===== config.mk =====
export PLATFORM = sky130hd
export DESIGN_NAME = iommu_ptw_top
export DESIGN_NICKNAME = d
export VERILOG_FILES = /design/src/hw/iommu_ptw_pkg.sv /design/src/hw/iommu_ptw_top.sv /design/src/hw/ptw_walk_fsm.sv /design/src/hw/pte_check.sv /design/src/hw/msi_addr_match.sv
export SDC_FILE = /design/constraint.sdc
export NUM_CORES = 1
export LEC_CHECK = 0
export BUFFER_PORTS_ARGS = -buffer_cell sky130_fd_sc_hd__buf_4
export CAP_MARGIN = 15
export CORE_ASPECT_RATIO = 1.1
export CORE_MARGIN = 4
export CORE_UTILIZATION = 50
export CTS_CLUSTER_SIZE = 30
export DETAILED_ROUTE_END_ITERATION = 12
export GPL_TIMING_DRIVEN = 0
export PLACE_DENSITY = 0.8
export RECOVER_POWER = 50
export SLEW_MARGIN = 10
export SYNTH_ARGS = -nofsm -noshare
export SYNTH_HDL_FRONTEND = slang
export SYNTH_SLANG_ARGS = --single-unit
export TNS_END_PERCENT = 1

===== constraint.sdc =====
create_clock -name clk_i -period 4.8 [get_ports clk_i]
set_input_delay 0.24 -clock clk_i [delete_from_list [all_inputs] [get_ports clk_i]]
set_output_delay 0.24 -clock clk_i [all_outputs]
set_load 0.05 [all_outputs]

===== src/hw/iommu_ptw_pkg.sv =====
// Sv39 single stage only; MSI entries follow the write-through layout, MRIF entries are not described
package iommu_ptw_pkg;

    // Address and field widths
    localparam int unsigned IOVA_W      = 39;
    localparam int unsigned VPN_W       = 27;
    localparam int unsigned PPN_W       = 44;
    localparam int unsigned PLEN        = 56;
    localparam int unsigned PSCID_W     = 20;
    localparam int unsigned CAUSE_W     = 12;
    localparam int unsigned IMSIC_NUM_W = 8;
    localparam int unsigned PTE_W       = 64;

    // Fault causes reported with error_o
    localparam logic [CAUSE_W-1:0] CAUSE_LD_PAGE_FAULT    = 12'd13;
    localparam logic [CAUSE_W-1:0] CAUSE_ST_PAGE_FAULT    = 12'd15;
    localparam logic [CAUSE_W-1:0] CAUSE_TRANS_DISALLOWED = 12'd260;
    localparam logic [CAUSE_W-1:0] CAUSE_MSI_INVALID      = 12'd262;
    localparam logic [CAUSE_W-1:0] CAUSE_MSI_MISCONF      = 12'd263;

    // MSI entry mode field, write-through
    localparam logic [1:0] MSI_MODE_WT = 2'd3;

    // Walk level, LVL1 maps 1G, LVL2 maps 2M, LVL3 maps 4K
    typedef enum logic [1:0] {
        LVL1,
        LVL2,
        LVL3
    } pt_lvl_e;

    // Sv39 entry, bits 63:54 reserved since Svnapot and Svpbmt are absent
    typedef struct packed {
        logic [9:0]       reserved;
        logic [PPN_W-1:0] ppn;
        logic [1:0]       rsw;
        logic             d;
        logic             a;
        logic             g;
        logic             u;
        logic             x;
        logic             w;
        logic             r;
        logic             v;
    } sv39_pte_t;

    // MSI write-through entry, first doubleword only
    typedef struct packed {
        logic             c;
        logic [8:0]       reserved_2;
        logic [PPN_W-1:0] ppn;
        logic [6:0]       reserved_1;
        logic [1:0]       m;
        logic             v;
    } msi_pte_t;

    // One fetched word, read as Sv39 or MSI entry depending on walk kind
    typedef union packed {
        sv39_pte_t sv39;
        msi_pte_t  msi;
    } pt_word_u;

    // Translation request captured on a miss
    typedef struct packed {
        logic [IOVA_W-1:0]  iova;
        logic [PSCID_W-1:0] pscid;
        logic               is_store;
    } ptw_req_t;

    // Context configuration, stable for the length of a walk
    typedef struct packed {
        logic             en_stage1;
        logic [PPN_W-1:0] iosatp_ppn;
        logic             msi_en;
        logic [PPN_W-1:0] msiptp_ppn;
        logic [VPN_W-1:0] msi_mask;
        logic [VPN_W-1:0] msi_pattern;
    } ptw_cfg_t;

    // Read port, req held until gnt
    typedef struct packed {
        logic            req;
        logic [PLEN-1:0] addr;
    } ptw_mem_req_t;

    // Exactly one rvalid follows each grant
    typedef struct packed {
        logic             gnt;
        logic             rvalid;
        logic [PTE_W-1:0] rdata;
    } ptw_mem_rsp_t;

    // IOTLB fill record, meaningful while update_o is high
    typedef struct packed {
        logic [VPN_W-1:0]   vpn;
        logic [PSCID_W-1:0] pscid;
        logic               is_2m;
        logic               is_1g;
        logic               is_msi;
        logic [PTE_W-1:0]   content;
    } iotlb_update_t;

    // Entry checker result
    typedef struct packed {
        logic               fault;
        logic               leaf;
        logic [CAUSE_W-1:0] cause;
    } pte_verdict_t;

endpackage

===== src/hw/iommu_ptw_top.sv =====
// Single-stage Sv39 walker with MSI write-through; req_i is captured on the miss cycle only
`timescale 1ns/1ps

module iommu_ptw_top (
    input  logic                              clk_i,
    input  logic                              rst_ni,
    input  logic                              iotlb_access_i,
    input  logic                              iotlb_hit_i,
    input  iommu_ptw_pkg::ptw_req_t           req_i,
    input  iommu_ptw_pkg::ptw_cfg_t           cfg_i,
    input  iommu_ptw_pkg::ptw_mem_rsp_t       mem_rsp_i,
    output iommu_ptw_pkg::ptw_mem_req_t       mem_req_o,
    output logic                              update_o,
    output iommu_ptw_pkg::iotlb_update_t      update_data_o,
    output logic                              error_o,
    output logic [iommu_ptw_pkg::CAUSE_W-1:0] cause_o,
    output logic                              bare_o,
    output logic                              active_o
);
    import iommu_ptw_pkg::*;

    logic            miss;
    logic            is_imsic;
    logic [PLEN-1:0] msi_pte_addr;
    pt_word_u        word;
    pt_lvl_e         lvl;
    logic            is_msi;
    logic            is_store;
    pte_verdict_t    verdict;

    // IOTLB lookup that missed
    assign miss = iotlb_access_i & ~iotlb_hit_i;

    // Match runs on the live request, used only in the miss cycle
    msi_addr_match u_msi_match (
        .vpn_i          (req_i.iova[IOVA_W-1:12]),
        .cfg_i          (cfg_i),
        .is_imsic_o     (is_imsic),
        .msi_pte_addr_o (msi_pte_addr)
    );

    pte_check u_pte_check (
        .word_i     (word),
        .lvl_i      (lvl),
        .is_msi_i   (is_msi),
        .is_store_i (is_store),
        .verdict_o  (verdict)
    );

    ptw_walk_fsm u_walk (
        .clk_i          (clk_i),
        .rst_ni         (rst_ni),
        .miss_i         (miss),
        .req_i          (req_i),
        .cfg_i          (cfg_i),
        .mem_req_o      (mem_req_o),
        .mem_rsp_i      (mem_rsp_i),
        .is_imsic_i     (is_imsic),
        .msi_pte_addr_i (msi_pte_addr),
        .word_o         (word),
        .lvl_o          (lvl),
        .is_msi_o       (is_msi),
        .is_store_o     (is_store),
        .verdict_i      (verdict),
        .update_o       (update_o),
        .update_data_o  (update_data_o),
        .error_o        (error_o),
        .cause_o        (cause_o),
        .bare_o         (bare_o),
        .active_o       (active_o)
    );

endmodule


===== src/hw/ptw_walk_fsm.sv =====
// One walk at a time, misses while busy are dropped; cfg_i must stay stable during a walk
`timescale 1ns/1ps

module ptw_walk_fsm (
    input  logic                              clk_i,
    input  logic                              rst_ni,
    input  logic                              miss_i,
    input  iommu_ptw_pkg::ptw_req_t           req_i,
    input  iommu_ptw_pkg::ptw_cfg_t           cfg_i,
    output iommu_ptw_pkg::ptw_mem_req_t       mem_req_o,
    input  iommu_ptw_pkg::ptw_mem_rsp_t       mem_rsp_i,
    input  logic                              is_imsic_i,
    input  logic [iommu_ptw_pkg::PLEN-1:0]    msi_pte_addr_i,
    output iommu_ptw_pkg::pt_word_u           word_o,
    output iommu_ptw_pkg::pt_lvl_e            lvl_o,
    output logic                              is_msi_o,
    output logic                              is_store_o,
    input  iommu_ptw_pkg::pte_verdict_t       verdict_i,
    output logic                              update_o,
    output iommu_ptw_pkg::iotlb_update_t      update_data_o,
    output logic                              error_o,
    output logic [iommu_ptw_pkg::CAUSE_W-1:0] cause_o,
    output logic                              bare_o,
    output logic                              active_o
);
    import iommu_ptw_pkg::*;

    typedef enum logic [1:0] {
        IDLE,
        WAIT_GRANT,
        PTE_LOOKUP,
        PROPAGATE_ERROR
    } state_e;

    state_e             state_q, state_n;
    pt_lvl_e            lvl_q, lvl_n;
    logic [PLEN-1:0]    pptr_q, pptr_n;
    ptw_req_t           req_q, req_n;
    logic               msi_q, msi_n;
    logic               global_q, global_n;
    logic [CAUSE_W-1:0] cause_q, cause_n;
    // Response is acted on one cycle after arrival
    logic               rvalid_q;
    pt_word_u           word_q;
    sv39_pte_t          leaf_pte;

    // Checker sees the registered word and current walk context
    assign word_o     = word_q;
    assign lvl_o      = lvl_q;
    assign is_msi_o   = msi_q;
    assign is_store_o = req_q.is_store;
    assign active_o   = (state_q != IDLE);

    always_comb begin : walk
        state_n  = state_q;
        lvl_n    = lvl_q;
        pptr_n   = pptr_q;
        req_n    = req_q;
        msi_n    = msi_q;
        global_n = global_q;
        cause_n  = cause_q;
        mem_req_o.req  = 1'b0;
        mem_req_o.addr = pptr_q;
        update_o = 1'b0;
        error_o  = 1'b0;
        cause_o  = '0;
        bare_o   = 1'b0;

        case (state_q)
            IDLE: begin
                if (miss_i) begin
                    // Every walk starts from the root level
                    req_n    = req_i;
                    lvl_n    = LVL1;
                    global_n = 1'b0;
                    msi_n    = 1'b0;
                    if (cfg_i.en_stage1) begin
                        // Root entry indexed by VPN[2]
                        pptr_n  = {cfg_i.iosatp_ppn, req_i.iova[38:30], 3'b0};
                        state_n = WAIT_GRANT;
                    end else if (is_imsic_i) begin
                        // Single MSI table read
                        pptr_n  = msi_pte_addr_i;
                        msi_n   = 1'b1;
                        state_n = WAIT_GRANT;
                    end else begin
                        // Nothing to translate, stay idle
                        bare_o = 1'b1;
                    end
                end
            end

            WAIT_GRANT: begin
                mem_req_o.req = 1'b1;
                if (mem_rsp_i.gnt) begin
                    state_n = PTE_LOOKUP;
                end
            end

            PTE_LOOKUP: begin
                if (rvalid_q) begin
                    if (verdict_i.fault) begin
                        // Error goes out on the following cycle
                        cause_n = verdict_i.cause;
                        state_n = PROPAGATE_ERROR;
                    end else if (msi_q || verdict_i.leaf) begin
                        update_o = 1'b1;
                        state_n  = IDLE;
                    end else begin
                        // Pointer entry, descend one level
                        global_n = global_q | word_q.sv39.g;
                        state_n  = WAIT_GRANT;
                        if (lvl_q == LVL1) begin
                            lvl_n  = LVL2;
                            pptr_n = {word_q.sv39.ppn, req_q.iova[29:21], 3'b0};
                        end else begin
                            lvl_n  = LVL3;
                            pptr_n = {word_q.sv39.ppn, req_q.iova[20:12], 3'b0};
                        end
                    end
                end
            end

            PROPAGATE_ERROR: begin
                error_o = 1'b1;
                cause_o = cause_q;
                state_n = IDLE;
            end

            default: begin
                state_n = IDLE;
            end
        endcase
    end

    always_comb begin : update_rec
        // G from any pointer on the way applies to the leaf
        leaf_pte   = word_q.sv39;
        leaf_pte.g = leaf_pte.g | global_q;
        update_data_o.vpn    = req_q.iova[IOVA_W-1:12];
        update_data_o.pscid  = req_q.pscid;
        update_data_o.is_msi = msi_q;
        // Size flags from the level where the leaf was found
        update_data_o.is_1g  = !msi_q && (lvl_q == LVL1);
        update_data_o.is_2m  = !msi_q && (lvl_q == LVL2);
        if (msi_q) begin
            update_data_o.content = word_q;
        end else begin
            update_data_o.content = leaf_pte;
        end
    end

    always_ff @(posedge clk_i or negedge rst_ni) begin : ctrl_regs
        if (!rst_ni) begin
            state_q  <= IDLE;
            lvl_q    <= LVL1;
            msi_q    <= 1'b0;
            global_q <= 1'b0;
            cause_q  <= '0;
            rvalid_q <= 1'b0;
        end else begin
            state_q  <= state_n;
            lvl_q    <= lvl_n;
            msi_q    <= msi_n;
            global_q <= global_n;
            cause_q  <= cause_n;
            rvalid_q <= mem_rsp_i.rvalid;
        end
    end

    always_ff @(posedge clk_i) begin : data_regs
        pptr_q <= pptr_n;
        req_q  <= req_n;
        // Keep the last returned word
        if (mem_rsp_i.rvalid) begin
            word_q <= mem_rsp_i.rdata;
        end
    end

    // Request and address stay put until the memory grants
    a_req_hold : assert property (@(posedge clk_i) disable iff (!rst_ni)
        mem_req_o.req && !mem_rsp_i.gnt |=> mem_req_o.req && $stable(mem_req_o.addr));

    // A walk ends in either an update or an error, never both
    a_end_excl : assert property (@(posedge clk_i) disable iff (!rst_ni)
        !(update_o && error_o));

endmodule


===== src/hw/pte_check.sv =====
// Pure combinational check of one fetched word; cause is zero whenever fault is low
`timescale 1ns/1ps

module pte_check (
    input  iommu_ptw_pkg::pt_word_u     word_i,
    input  iommu_ptw_pkg::pt_lvl_e      lvl_i,
    input  logic                        is_msi_i,
    input  logic                        is_store_i,
    output iommu_ptw_pkg::pte_verdict_t verdict_o
);
    import iommu_ptw_pkg::*;

    sv39_pte_t pte;
    msi_pte_t  mpte;
    logic      is_leaf;
    logic      pf;

    // Same word, two readings
    assign pte  = word_i.sv39;
    assign mpte = word_i.msi;

    // R or X marks a leaf
    assign is_leaf = pte.r | pte.x;

    always_comb begin : sv39_rules
        // Invalid entry, W without R, or reserved bits in use
        pf = !pte.v || (pte.w && !pte.r) || (|pte.reserved);
        if (is_leaf) begin
            // Superpage must be aligned to its own size
            if (lvl_i == LVL1 && pte.ppn[17:0] != '0) pf = 1'b1;
            if (lvl_i == LVL2 && pte.ppn[8:0] != '0) pf = 1'b1;
            // No hardware A/D update, software must have set them
            if (!pte.a || !pte.r || (is_store_i && !pte.d)) pf = 1'b1;
        end else begin
            // D, A and U are reserved on pointers
            if (pte.a || pte.d || pte.u) pf = 1'b1;
            // No level left below L3
            if (lvl_i == LVL3) pf = 1'b1;
        end
    end

    always_comb begin : verdict
        verdict_o = '0;
        if (is_msi_i) begin
            // MSI walk always ends on this word
            verdict_o.leaf = 1'b1;
            // Later checks override earlier ones
            if (!mpte.v || mpte.c) begin
                verdict_o.cause = CAUSE_MSI_INVALID;
            end
            if (mpte.m != MSI_MODE_WT) begin
                verdict_o.cause = CAUSE_TRANS_DISALLOWED;
            end
            if ((|mpte.reserved_1) || (|mpte.reserved_2)) begin
                verdict_o.cause = CAUSE_MSI_MISCONF;
            end
            verdict_o.fault = (verdict_o.cause != '0);
        end else begin
            verdict_o.leaf  = is_leaf;
            verdict_o.fault = pf;
            if (pf) begin
                // Page fault follows the original access type
                verdict_o.cause = is_store_i ? CAUSE_ST_PAGE_FAULT : CAUSE_LD_PAGE_FAULT;
            end
        end
    end

    // A fault must never reach the walker without a cause code
    always_comb begin : chk_cause
        if (verdict_o.fault) begin
            assert (verdict_o.cause != '0)
                else $error("pte_check fault raised with zero cause");
        end
    end

endmodule


===== src/hw/msi_addr_match.sv =====
// Only the first IMSIC_NUM_W set bits of msi_mask feed the file index; match needs stage 1 off
`timescale 1ns/1ps

module msi_addr_match (
    input  logic [iommu_ptw_pkg::VPN_W-1:0] vpn_i,
    input  iommu_ptw_pkg::ptw_cfg_t         cfg_i,
    output logic                            is_imsic_o,
    output logic [iommu_ptw_pkg::PLEN-1:0]  msi_pte_addr_o
);
    import iommu_ptw_pkg::*;

    logic [IMSIC_NUM_W-1:0] imsic_num;
    logic [VPN_W-1:0]       diff;

    // Bits that differ from the pattern
    assign diff = vpn_i ^ cfg_i.msi_pattern;

    // Masked positions are don't-care for the match
    assign is_imsic_o = !cfg_i.en_stage1 && cfg_i.msi_en && ((diff & ~cfg_i.msi_mask) == '0);

    // Gather VPN bits under the mask, lowest first
    always_comb begin : extract_num
        int unsigned k;
        imsic_num = '0;
        k = 0;
        for (int i = 0; i < VPN_W; i++) begin
            if (cfg_i.msi_mask[i]) begin
                // Extra mask bits beyond the index width are dropped
                if (k < IMSIC_NUM_W) begin
                    imsic_num[k] = vpn_i[i];
                end
                k++;
            end
        end
    end

    // Table base from msiptp, 16-byte entries
    assign msi_pte_addr_o = {cfg_i.msiptp_ppn, 12'b0}
                          | {{(PLEN-IMSIC_NUM_W-4){1'b0}}, imsic_num, 4'b0};

endmodule


==> run metrics <==
Clock Pin Slew Worst Setup and Hold Paths 0.09 ns; post-route minimum period 15.26 ns; critical path launch point type input port; GRT overflow 0; CP max-delay cell fa_2; setup violators final 8; CP arrival ~15 ns; H-tree levels 4; Mapped Area 17,200 um2; layout cell share with drive strength beyond 1 0.290; failing checks max-capacitance violations, max-slew violations, negative setup slack; FP Rows 70; drt total wl between 70,000 and 80,000 um; Synth async-reset ratio 0.0678; I/O Buffers between 400 and 500; most common cell after layout, fill and taps aside buf_4; starting density of the core 0.512; worst stage delay on the critical path about 0.6 ns; # fillers 2,652; initial antenna violation count 4; Worst-Skew Late Latency 0.46 ns; area delta synth->final 39.6%; largest buffer count on any clock path 2; Crit path required time 4.99 ns; Die Wd around 180 um; most frequent cells in the layout buf_4, nand2_1, clkbuf_1; RSZ-0062 raised after global routing yes; first-pass GRT wire length 109,000 um; Yosys cell types 103; core footprint 33,500 um2; fmax 0.0655 GHz; CP dominant cell by count ha_4; CP Capture Type register; Final Util 0.714; Top FF cell, synth edfxtp_1; vias per cell between 6 and 7; die area 37,400 um2; PnR worst setup slack -10.46 ns; Synth Warn # 0; Final ANT Viol Nets 0; worst-margin pin slew 4.21 ns; Top Ports 461; status finished with violations; # clock sinks roughly 180; Inserted Clock Buffers 17; final worst-path cycle share 3.18; vias in the first global route 18,596; GPL Wtd Cong 1.01; total number of vias between 15,000 and 20,000; die height 202 um; Hold Path Class in2reg; multi-input gate area in the final layout around 12,000 um2; WS Path Type in2reg; skew final 0.0267 ns; pre-CTS WS -13.55 ns; Root Buffer clkbuf_16; DRT iter0 DRCs 1,883; DPL Wire Length 57,200 um; Cells after Synth 1,964; crit path max fanout 7; drt pass-1 iters 6; Routed WL per cell approximately 25 um; syn_area_per_cell 8.74 um2; FF/Latch Area 5260 um2; register area share after synthesis 0.306; largest net degree at the start of global routing 66; Yosys reg bits 177; Final Hold Vio Count 0; Max-Cap Viols 1; Slew HR -1.81; TritonCTS clock tree built; drt drc 0; Final nets between 2,000 and 3,000; GRT Resource Usage Total 0.378; number of synthesized flops with an enable pin ~170; Slew Limit Fails 66
==> layer usage <==
metal | vias up | part of all wire | global-route usage
met4 | 2 | 0.060 | 0.189
li1 | 8674 | - | -
met5 | - | 0.000093 | 0
met3 | 257 | 0.098 | 0.0833
met1 | 9177 | 0.36 | 0.435
met2 | 1143 | 0.49 | 0.657
==> cell usage after synthesis (30+ instances only) <==
master / n / area, um2
a21oi_1: 54 / 270
or3_1: 30 / 188
nor2_1: 141 / 529
nand2_1: 194 / 728
edfxtp_1: 165 / 4950
and3_1: 35 / 219
nor3_1: 68 / 340
mux2_2: 37 / 417
nor4_1: 38 / 238
inv_1: 59 / 221
o21ai_0: 98 / 490
o22ai_1: 37 / 231
clkbuf_1: 72 / 270
xnor2_1: 96 / 841
nand4_1: 35 / 219
nand3_1: 108 / 541
mux2i_1: 89 / 891
buf_4: 75 / 563
==> cells by family (layout without fill, tap and decap cells) <==
| logic type | count (synthesis) | in the layout | synth area share |
|---|---|---|---|
| AOI/OAI and AO/OA | 443 | 443 | 0.181 |
| buffers and inverters | 225 | 880 | 0.0661 |
| DFF | 177 | 177 | 0.306 |
| adders and majority gates | 30 | 30 | 0.0222 |
| muxes | 126 | 126 | 0.0762 |
| and+or+nand+nor | 800 | 800 | 0.238 |
| other | 1 | 11 | 0.000218 |
| xor gates and xnor gates | 162 | 162 | 0.110 |
==> area by class of cell <==
type / instances / area share
plain buffers: 156 / 0.0367
diodes: 1 / 0.000104
repair buffers: 627 / 0.194
multi-input cells: 1571 / 0.488
flip-flops and latches: 177 / 0.219
clock buffers: 17 / 0.0178
inverters: 65 / 0.0120
well taps: 432 / 0.0226
clock inverters: 15 / 0.00909
==> worst max-delay path, delay by kind of cell <==
kind / cells / cell delay (ns)
adder cells (fa/ha/maj): 22 / 5.45
AO/OA/AOI/OAI: 28 / 4.52
AND/OR/NAND/NOR: 27 / 3.60
buffers and inverters: 20 / 1.40
multiplexers: 2 / 0.21
==> stage by stage <==
stage | hold WS, ns | std cells | TNS (ns) | area, um2
4_1_cts | 0.00139 | 3019 | -82.26 | 23800
2_1_floorplan | -0.0556 | 1973 | -85.56 | 17700
6_report | 0.0304 | 3061 | -83.19 | 24000
3_3_place_gp | 0.0859 | 2834 | -233.27 | 21400
3_5_place_dp | 0.0895 | 2836 | -106.72 | 21500
5_1_grt | 0.0284 | 3061 | -86.62 | 24000
==> final timing paths <==
kind / from / endpoint / slack, ns / cells past startpoint
min in group asynchronous: rst_ni / u_walk.global_q / 0.34 / 2
max in group asynchronous: rst_ni / u_walk.cause_q[1] / 4.04 / 2
worst min register to register: u_walk.cause_q[2] / u_walk.cause_q[2] / 0.49 / 1
worst max-delay path: cfg_i[29] / u_walk.pptr_q[5] / -10.46 / 99
worst min-delay path: mem_rsp_i[65] / u_walk.state_q[1] / 0.03 / 2
worst max register to register: u_walk.word_o[22] / u_walk.pptr_q[41] / 0.98 / 11
==> registers in the layout (all words and copies together) (netlist names) <==
register,flops
u_walk.lvl_o,2
u_walk.pptr_q,53
u_walk.cause_q,5
u_walk.is_store_o,1
u_walk.word_o,64
u_walk.global_q,1
u_walk.is_msi_o,1
u_walk.state_q,2
u_walk.rvalid_q,1
u_walk.update_data_o,47
==> what timing repair did <==
item,4_1_cts,5_1_grt
hold buffers,103,1
endpoints found under the hold margin,114,1
resized for setup,54,41
pin swaps,23,36
setup buffers,51,40
setup endpoints to repair,8,8
Power is not shown: default switching activity piles up to over one toggle a cycle in this logic, so the estimate is an artifact.
